[src/hw/uart_pkg.sv]
package uart_pkg;

    // Level of an idle serial line, also the stop bit level
    localparam logic LINE_IDLE = 1'b1;

    // Receiver FSM
    typedef enum logic [2:0] {
        RX_IDLE,
        RX_START,    // Waiting for the middle of the start bit
        RX_DATA,
        RX_STOP,
        RX_CLEANUP   // Byte held here until the consumer takes it
    } rx_state_t;

    // Transmitter FSM
    typedef enum logic [1:0] {
        TX_IDLE,
        TX_START,
        TX_DATA,
        TX_STOP
    } tx_state_t;

endpackage : uart_pkg

[src/hw/bridge_pkg.sv]
package bridge_pkg;

    // Size of the register file
    localparam int NUM_REGS = 4;
    localparam int ADDR_W   = $clog2(NUM_REGS);  // 2 bits

    // First byte of every command
    typedef enum logic [7:0] {
        OP_WRITE = 8'h57,  // 'W'
        OP_READ  = 8'h52   // 'R'
    } opcode_t;

    // Reply bytes
    localparam logic [7:0] RSP_ACK = 8'hAA;
    localparam logic [7:0] RSP_ERR = 8'hEE;

    // Command parser FSM
    typedef enum logic [1:0] {
        WAIT_OP,
        WAIT_ADDR,
        WAIT_DATA,
        RESPOND
    } parse_state_t;

endpackage : bridge_pkg

[src/hw/uart_rx.sv]
`timescale 1ns/1ps

module uart_rx #(
    parameter int CLKS_PER_BIT = 868
)(
    input  logic       i_clk,
    input  logic       i_rst_n,
    input  logic       i_rx,
    input  logic       i_rx_ready,
    output logic [7:0] o_rx_data,
    output logic       o_rx_valid
);

    localparam int CNT_W = $clog2(CLKS_PER_BIT);

    uart_pkg::rx_state_t r_state, w_next_state;
    logic [CNT_W-1:0] r_clk_count, w_clk_count_next;
    logic [2:0]       r_bit_index, w_bit_index_next;
    logic [7:0]       r_data;
    logic             r_valid;
    logic             r_sync1, r_sync2;
    logic             w_sample;  // Data bit center reached

    // Two flop synchronizer for the asynchronous line
    always_ff @(posedge i_clk) begin
        if (!i_rst_n) begin
            r_sync1 <= uart_pkg::LINE_IDLE;
            r_sync2 <= uart_pkg::LINE_IDLE;
        end else begin
            r_sync1 <= i_rx;
            r_sync2 <= r_sync1;
        end
    end

    always_comb begin
        w_next_state     = r_state;
        w_clk_count_next = r_clk_count + 1'b1;
        w_bit_index_next = r_bit_index;
        w_sample         = 1'b0;
        case (r_state)
            uart_pkg::RX_IDLE: begin
                w_clk_count_next = '0;
                w_bit_index_next = '0;
                if (r_sync2 == 1'b0) w_next_state = uart_pkg::RX_START;
            end
            uart_pkg::RX_START: begin
                if (r_clk_count == CNT_W'((CLKS_PER_BIT - 1) / 2)) begin
                    w_clk_count_next = '0;
                    // Line back high at mid-bit means a glitch
                    w_next_state = (r_sync2 == 1'b0) ? uart_pkg::RX_DATA : uart_pkg::RX_IDLE;
                end
            end
            uart_pkg::RX_DATA: begin
                if (r_clk_count == CNT_W'(CLKS_PER_BIT - 1)) begin
                    w_clk_count_next = '0;
                    w_sample         = 1'b1;
                    if (r_bit_index == 3'd7) begin
                        w_next_state = uart_pkg::RX_STOP;
                    end else begin
                        w_bit_index_next = r_bit_index + 1'b1;
                    end
                end
            end
            uart_pkg::RX_STOP: begin
                if (r_clk_count == CNT_W'(CLKS_PER_BIT - 1)) begin  // Stop bit center
                    w_clk_count_next = '0;
                    w_next_state     = uart_pkg::RX_CLEANUP;
                end
            end
            uart_pkg::RX_CLEANUP: begin
                w_clk_count_next = '0;
                if (i_rx_ready) w_next_state = uart_pkg::RX_IDLE;  // Line ignored until taken
            end
            default: w_next_state = uart_pkg::RX_IDLE;
        endcase
    end

    always_ff @(posedge i_clk) begin
        if (!i_rst_n) begin
            r_state     <= uart_pkg::RX_IDLE;
            r_clk_count <= '0;
            r_bit_index <= '0;
            r_valid     <= 1'b0;
        end else begin
            r_state     <= w_next_state;
            r_clk_count <= w_clk_count_next;
            r_bit_index <= w_bit_index_next;
            r_valid     <= (w_next_state == uart_pkg::RX_CLEANUP);
        end
    end

    // LSB arrives first, shifted in from the top
    always_ff @(posedge i_clk) begin
        if (w_sample) r_data <= {r_sync2, r_data[7:1]};
    end

    assign o_rx_data  = r_data;
    assign o_rx_valid = r_valid;

    // Stalled byte must be held until the consumer takes it
    a_rx_hold: assert property (@(posedge i_clk) disable iff (!i_rst_n)
        (o_rx_valid && !i_rx_ready) |=> (o_rx_valid && $stable(o_rx_data)));

endmodule : uart_rx

[src/hw/uart_tx.sv]
`timescale 1ns/1ps

module uart_tx #(
    parameter int CLKS_PER_BIT = 868
)(
    input  logic       i_clk,
    input  logic       i_rst_n,
    input  logic [7:0] i_tx_data,
    input  logic       i_tx_valid,
    output logic       o_tx_ready,
    output logic       o_tx
);

    localparam int CNT_W = $clog2(CLKS_PER_BIT);

    uart_pkg::tx_state_t r_state;
    logic [CNT_W-1:0] r_clk_count;
    logic [2:0]       r_bit_index;
    logic [7:0]       r_shift;
    logic             r_tx;
    logic             w_accept;
    logic             w_bit_end;

    assign o_tx_ready = (r_state == uart_pkg::TX_IDLE);
    assign w_accept   = i_tx_valid && o_tx_ready;
    assign w_bit_end  = (r_clk_count == CNT_W'(CLKS_PER_BIT - 1));

    always_ff @(posedge i_clk) begin
        if (!i_rst_n) begin
            r_state     <= uart_pkg::TX_IDLE;
            r_clk_count <= '0;
            r_bit_index <= '0;
            r_tx        <= uart_pkg::LINE_IDLE;
        end else begin
            r_clk_count <= w_bit_end ? '0 : r_clk_count + 1'b1;
            case (r_state)
                uart_pkg::TX_IDLE: begin
                    r_clk_count <= '0;
                    r_bit_index <= '0;
                    r_tx        <= uart_pkg::LINE_IDLE;
                    if (w_accept) begin
                        r_tx    <= 1'b0;  // Start bit
                        r_state <= uart_pkg::TX_START;
                    end
                end
                uart_pkg::TX_START: begin
                    if (w_bit_end) begin
                        r_tx    <= r_shift[0];
                        r_state <= uart_pkg::TX_DATA;
                    end
                end
                uart_pkg::TX_DATA: begin
                    if (w_bit_end) begin
                        if (r_bit_index == 3'd7) begin
                            r_tx    <= uart_pkg::LINE_IDLE;  // Stop bit
                            r_state <= uart_pkg::TX_STOP;
                        end else begin
                            r_tx        <= r_shift[1];  // Next bit before the shift lands
                            r_bit_index <= r_bit_index + 1'b1;
                        end
                    end
                end
                uart_pkg::TX_STOP: begin
                    if (w_bit_end) r_state <= uart_pkg::TX_IDLE;
                end
                default: r_state <= uart_pkg::TX_IDLE;
            endcase
        end
    end

    always_ff @(posedge i_clk) begin
        if (w_accept) begin
            r_shift <= i_tx_data;
        end else if (r_state == uart_pkg::TX_DATA && w_bit_end) begin
            r_shift <= {1'b0, r_shift[7:1]};
        end
    end

    assign o_tx = r_tx;

    // Line must rest high between frames
    a_tx_idle_high: assert property (@(posedge i_clk) disable iff (!i_rst_n)
        (r_state == uart_pkg::TX_IDLE) |-> o_tx);

endmodule : uart_tx

[src/hw/reg_bridge.sv]
`timescale 1ns/1ps

module reg_bridge (
    input  logic       i_clk,
    input  logic       i_rst_n,
    input  logic [7:0] i_rx_data,
    input  logic       i_rx_valid,
    input  logic       i_tx_ready,
    output logic       o_rx_ready,
    output logic [7:0] o_tx_data,
    output logic       o_tx_valid
);

    bridge_pkg::parse_state_t r_state, w_next_state;
    bridge_pkg::opcode_t      r_opcode;
    logic [7:0] r_regs [bridge_pkg::NUM_REGS];
    logic [7:0] r_addr;
    logic [7:0] r_rsp, w_rsp;
    logic       r_tx_valid;
    logic       w_rx_fire;
    logic       w_tx_fire;
    logic       w_wr_en;
    logic       w_rx_addr_ok;   // Address byte on the input is in range
    logic       w_addr_ok;      // Latched address is in range

    assign o_rx_ready   = (r_state != bridge_pkg::RESPOND);
    assign w_rx_fire    = i_rx_valid && o_rx_ready;
    assign w_tx_fire    = r_tx_valid && i_tx_ready;
    assign w_rx_addr_ok = (i_rx_data < 8'(bridge_pkg::NUM_REGS));
    assign w_addr_ok    = (r_addr < 8'(bridge_pkg::NUM_REGS));

    always_comb begin
        w_next_state = r_state;
        w_rsp        = r_rsp;
        w_wr_en      = 1'b0;
        case (r_state)
            bridge_pkg::WAIT_OP: begin
                if (w_rx_fire) begin
                    case (i_rx_data)
                        bridge_pkg::OP_WRITE,
                        bridge_pkg::OP_READ: w_next_state = bridge_pkg::WAIT_ADDR;
                        default: begin
                            // Unknown opcode is answered at once
                            w_rsp        = bridge_pkg::RSP_ERR;
                            w_next_state = bridge_pkg::RESPOND;
                        end
                    endcase
                end
            end
            bridge_pkg::WAIT_ADDR: begin
                if (w_rx_fire) begin
                    if (r_opcode == bridge_pkg::OP_READ) begin
                        w_next_state = bridge_pkg::RESPOND;
                        w_rsp        = w_rx_addr_ok ? r_regs[i_rx_data[bridge_pkg::ADDR_W-1:0]]
                                                    : bridge_pkg::RSP_ERR;
                    end else begin
                        w_next_state = bridge_pkg::WAIT_DATA;
                    end
                end
            end
            bridge_pkg::WAIT_DATA: begin
                if (w_rx_fire) begin
                    w_next_state = bridge_pkg::RESPOND;
                    w_wr_en      = w_addr_ok;  // Out of range write is dropped
                    w_rsp        = w_addr_ok ? bridge_pkg::RSP_ACK : bridge_pkg::RSP_ERR;
                end
            end
            bridge_pkg::RESPOND: begin
                if (w_tx_fire) w_next_state = bridge_pkg::WAIT_OP;
            end
            default: w_next_state = bridge_pkg::WAIT_OP;
        endcase
    end

    always_ff @(posedge i_clk) begin
        if (!i_rst_n) begin
            r_state    <= bridge_pkg::WAIT_OP;
            r_tx_valid <= 1'b0;
            for (int i = 0; i < bridge_pkg::NUM_REGS; i++) begin
                r_regs[i] <= '0;
            end
        end else begin
            r_state    <= w_next_state;
            r_tx_valid <= (w_next_state == bridge_pkg::RESPOND);  // Offered the cycle after
            if (w_wr_en) r_regs[r_addr[bridge_pkg::ADDR_W-1:0]] <= i_rx_data;
        end
    end

    // Command fields and reply byte
    always_ff @(posedge i_clk) begin
        if (r_state == bridge_pkg::WAIT_OP && w_rx_fire) begin
            r_opcode <= bridge_pkg::opcode_t'(i_rx_data);
        end
        if (r_state == bridge_pkg::WAIT_ADDR && w_rx_fire) begin
            r_addr <= i_rx_data;
        end
        r_rsp <= w_rsp;
    end

    assign o_tx_data  = r_rsp;
    assign o_tx_valid = r_tx_valid;

    // Offered reply held until the transmitter takes it
    a_tx_hold: assert property (@(posedge i_clk) disable iff (!i_rst_n)
        (o_tx_valid && !i_tx_ready) |=> (o_tx_valid && $stable(o_tx_data)));

endmodule : reg_bridge

[src/hw/uart_bridge_top.sv]
`timescale 1ns/1ps

module uart_bridge_top #(
    parameter int CLKS_PER_BIT = 868  // 100 MHz at 115200 baud
)(
    input  logic i_clk,
    input  logic i_rst_n,
    input  logic i_rx,
    output logic o_tx
);

    logic [7:0] rx_data;
    logic       rx_valid;
    logic       rx_ready;
    logic [7:0] tx_data;
    logic       tx_valid;
    logic       tx_ready;

    uart_rx #(
        .CLKS_PER_BIT (CLKS_PER_BIT)
    ) u_uart_rx (
        .i_clk      (i_clk),
        .i_rst_n    (i_rst_n),
        .i_rx       (i_rx),
        .i_rx_ready (rx_ready),
        .o_rx_data  (rx_data),
        .o_rx_valid (rx_valid)
    );

    reg_bridge u_reg_bridge (
        .i_clk      (i_clk),
        .i_rst_n    (i_rst_n),
        .i_rx_data  (rx_data),
        .i_rx_valid (rx_valid),
        .i_tx_ready (tx_ready),
        .o_rx_ready (rx_ready),
        .o_tx_data  (tx_data),
        .o_tx_valid (tx_valid)
    );

    uart_tx #(
        .CLKS_PER_BIT (CLKS_PER_BIT)
    ) u_uart_tx (
        .i_clk      (i_clk),
        .i_rst_n    (i_rst_n),
        .i_tx_data  (tx_data),
        .i_tx_valid (tx_valid),
        .o_tx_ready (tx_ready),
        .o_tx       (o_tx)
    );

endmodule : uart_bridge_top

[config.mk]
export PLATFORM = sky130hd
export DESIGN_NAME = uart_bridge_top
export DESIGN_NICKNAME = d
export VERILOG_FILES = /design/src/hw/uart_pkg.sv /design/src/hw/bridge_pkg.sv /design/src/hw/uart_rx.sv /design/src/hw/uart_tx.sv /design/src/hw/reg_bridge.sv /design/src/hw/uart_bridge_top.sv
export SDC_FILE = /design/constraint.sdc
export NUM_CORES = 1
export LEC_CHECK = 0
export BUFFER_PORTS_ARGS = -buffer_cell sky130_fd_sc_hd__buf_2
export CAP_MARGIN = 10
export CORE_MARGIN = 4
export CORE_UTILIZATION = 55
export DETAILED_ROUTE_END_ITERATION = 10
export PLACE_DENSITY = 0.71
export SLEW_MARGIN = 20
export SYNTH_ARGS = -nofsm -noshare
export SYNTH_HDL_FRONTEND = slang
export SYNTH_SLANG_ARGS = --single-unit
[constraint.sdc]
create_clock -name i_clk -period 5.15 [get_ports i_clk]
set_input_delay 0.2575 -clock i_clk [delete_from_list [all_inputs] [get_ports i_clk]]
set_output_delay 0.2575 -clock i_clk [all_outputs]
set_load 0.02 [all_outputs]
==> flow_summary_export.csv <==
group,metric,value,unit
sta,min_period,2.49,ns
placed_design,portBuffers,3,
detailed_routing,drt_iter0_markers,112,
global_route,antenna_found_initial,0,
synthesis,synth_largest_area_cell,"edfxtp_1",
final_layout,area_growth,6.26,%
clock_tree,cts_setup_buffers,0,
placed_design,gp_congestion,0.834,
sta,holdWs,0.0710,ns
final_layout,antenna_cells,0,
global_route,grt_pass1_vias,2873,
detailed_routing,ant_nets,0,
synthesis,syn_avg_cell_area,12.5,um2
status,outcome,"complete, no violations",
sta,slew_violations,0,
critical_path,crit_chain,"or4_4 > nor4_4 > nor3b_4 > nand2b_1",
clock_tree,cts_buffers,9,
floorplanning,rows,34,
final_layout,fin_nets,423,
synthesis,ys_ff_latch,112,
clock_tree,cts_tree,"yes",
critical_path,r2r_setup_slack,2.66,ns
final_layout,final_area,0.00529,mm2
floorplanning,die_h,103,um
floorplanning,die_w,103,um
detailed_routing,drt-pass1-iter-count,4,
critical_path,start_kind,"flip-flop",
global_route,grt_overflow,0,
floorplanning,initial_core_util,56.8,%
sta,timing.slew.headroom,46.7,%
clock_tree,hold_buffers,0,
power_and_ir_drop,power.density,282,mW/mm2
critical_path,critPathKind,"reg2reg",
synthesis,synthesis.nets,419,
clock_tree,cts_resized,0,
critical_path,slowest_delay,0.56,ns
final_layout,drive_gt1_share,11.3,%
run,drv_cap,0,
synthesis,ys_top_cells_by_area,"edfxtp_1, dfxtp_1, and2_1",
critical_path,critPathArrivalTime,2.53,ns
clock_tree,cts_sinks,112,
detailed_routing,drc_errors,0,
clock_tree,cts_buffer_depth,2,
sta,hold_viol,0,
final_layout,fin_cells,516,
clock_tree,htree_levels,3,
synthesis,synth_cells,399,
power_and_ir_drop,leakage,1.74,nW
critical_path,required,5.19,ns
hold_path,holdPathStages,2,
synthesis,synthesis.area,0.00498,mm2
sta,rsz0062_at_grt,"false",
floorplanning,coreArea,0.00876,mm2
critical_path,cp_slowest_cell,"or4_4",
critical_path,cpLargestDelayFamily,"simple AND/OR/NAND/NOR gates",
sta,max_freq,401,MHz
floorplanning,io_pins,4,
sta,finClkSkew,0.0144,ns
global_route,grt_max_degree,32,
detailed_routing,wirelength,8630,um
clock_tree,root_buffer,"clkbuf_8",
synthesis,yosysWarnings,0,
sta,fin_crit_sh,48.4,%
global_route,grt_usage,17.7,%
synthesis,synth-edff-count,72,
synthesis,synth_cell_types,49,
critical_path,timing.critical_path.to_type,"flip-flop",
critical_path,worstPathMaxFanout,10,
placed_design,placed_cells,500,
synthesis,synthArstFlopShare,0,%
critical_path,cp.depth,4,
sta,setup_viol,0,
synthesis,synthFlopType,"edfxtp_1",
sta,worst_pin_slew,0.800,ns
synthesis,ys_seq_area_share,59.5,%
critical_path,cp.buffers_inverters,0,
placed_design,place_area,0.00509,mm2
sta,fin_setup_tns,0,ns
detailed_routing,wire_per_inst,16.7,um
power_and_ir_drop,irDropWorstVdd,0.168,mV
clock_tree,insertion_delay,0.38,ns
placed_design,dp_hpwl,6120,um
detailed_routing,vias,2926,
critical_path,rr_worst_depth,4,
detailed_routing,viasPerCell,5.67,
synthesis,synth_top_area_share,43.4,%
floorplanning,die_area,0.0106,mm2
hold_path,hp-class,"in2reg",
global_route,grt_pass1_wl,14200,um
clock_tree,cts.clk_slew.worst_paths,0.10,ns
## placed cells by master (no fill, tap or decap), types with 2 or more instances in the layout
cell type,instances
nor4_1,2
o21ai_0,15
xor2_1,6
a21oi_1,3
dfxtp_1,40
or3_1,4
o21ai_1,4
nand3_1,17
nor2_1,21
mux2_2,10
or2_2,2
nor2b_1,7
inv_1,11
and2_1,38
nand2_1,27
xnor2_1,11
nand3b_1,3
ha_1,17
nand2b_1,11
nor4b_1,3
and3_1,3
inv_6,3
buf_2,3
a32o_1,2
clkbuf_8,9
nor3_1,17
mux4_2,8
nor3b_1,3
nand4_1,5
nor4bb_1,2
nand4b_1,2
nor4_4,2
mux2i_1,6
clkinv_4,2
edfxtp_1,72
## cells by family after synthesis
logic type	after synthesis	share of synthesized area, %
xor gates and xnor gates	17	2.99
AOI/OAI and AO/OA	33	4.05
and+or+nand+nor	175	20.4
muxes	24	7.09
buffers and inverters	21	1.61
DFF	112	59.5
adders and majority gates	17	4.27
## metrics by stage
step           utilization (%)  power (mW)  setup slack [ns]
2_1_floorplan                -        1.00              2.94
3_3_place_gp              58.1        1.01              2.77
3_5_place_dp              58.1        1.01              2.64
4_1_cts                   60.3        1.51              2.63
5_1_grt                   60.3        1.54              2.44
6_report                  60.3        1.49              2.66
## worst paths after layout
path                          startpoint                   endpoint
setup / recovery  u_reg_bridge.r_addr[5]  u_reg_bridge.r_regs[0][3]
hold / removal                      i_rx          u_uart_rx.r_sync1
setup reg to reg  u_reg_bridge.r_addr[5]  u_reg_bridge.r_regs[0][3]
hold reg to reg        u_uart_rx.r_sync1          u_uart_rx.r_sync2
## final cells by class
type,instances,area (um2)
Timing Repair Buffer,3,15.0
Clock inverter,7,71.3
Clock buffer,9,124
Multi-Input combinational cell,266,1940
Tap cell,108,135
Fill cell,692,3480
Inverter,11,41.3
Sequential cell,112,2960
## report_power, final
part           switching [mW]  total [mW]  internal [mW]
clock                   0.314       0.505          0.191
sequential            0.00756       0.969          0.961
combinational          0.0119      0.0198        0.00793
## cells in the mapped netlist (2+ instances only)
cell type and instances:
a21oi_1 3, a32o_1 2, and2_1 38, and3_1 3, clkbuf_1 8, dfxtp_1 40, edfxtp_1 72, ha_1 17
inv_1 11, mux2_2 10, mux2i_1 6, mux4_2 8, nand2_1 27, nand2b_1 11, nand3_1 17, nand3b_1 3
nand4_1 5, nand4b_1 2, nor2_1 21, nor2b_1 7, nor3_1 17, nor3b_1 3, nor4_1 2, nor4_4 2
nor4b_1 3, nor4bb_1 2, o21ai_0 18, or2_2 2, or3_1 4, xnor2_1 11, xor2_1 6
## worst register-to-register path, delay by kind of cell, from the launching register on
kind | cells | cell delay, ns
AND/OR/NAND/NOR | 4 | 1.79
flip-flops | 1 | 0.37
## sequential cells by signal, summed over array words and instances (netlist names), named ones only
signal / flops
u_uart_rx.r_sync1: 1
u_uart_tx.r_bit_index: 3
u_uart_tx.r_shift: 8
u_reg_bridge.r_state: 2
u_reg_bridge.r_regs: 32
u_uart_rx.r_state: 3
u_uart_rx.r_clk_count: 10
u_reg_bridge.o_tx_valid: 1
u_uart_rx.o_rx_data: 8
u_uart_rx.r_sync2: 1
u_reg_bridge.r_addr: 8
u_reg_bridge.r_opcode: 8
u_uart_tx.r_clk_count: 10
u_uart_rx.o_rx_valid: 1
u_reg_bridge.o_tx_data: 8
u_uart_tx.r_state: 2
u_uart_rx.r_bit_index: 3
u_uart_tx.o_tx: 1
## routing by layer
metal  vias to the layer above  part of all wire [%]  track usage [%]
met1                      1420                    48             25.4
met5                         -                     0                0
met2                        41                    47             27.3
met4                         0                   1.2             5.38
li1                       1456                     -                -
met3                         9                   3.6             3.65
No activity file was read; power rests on OpenSTA's default activity.
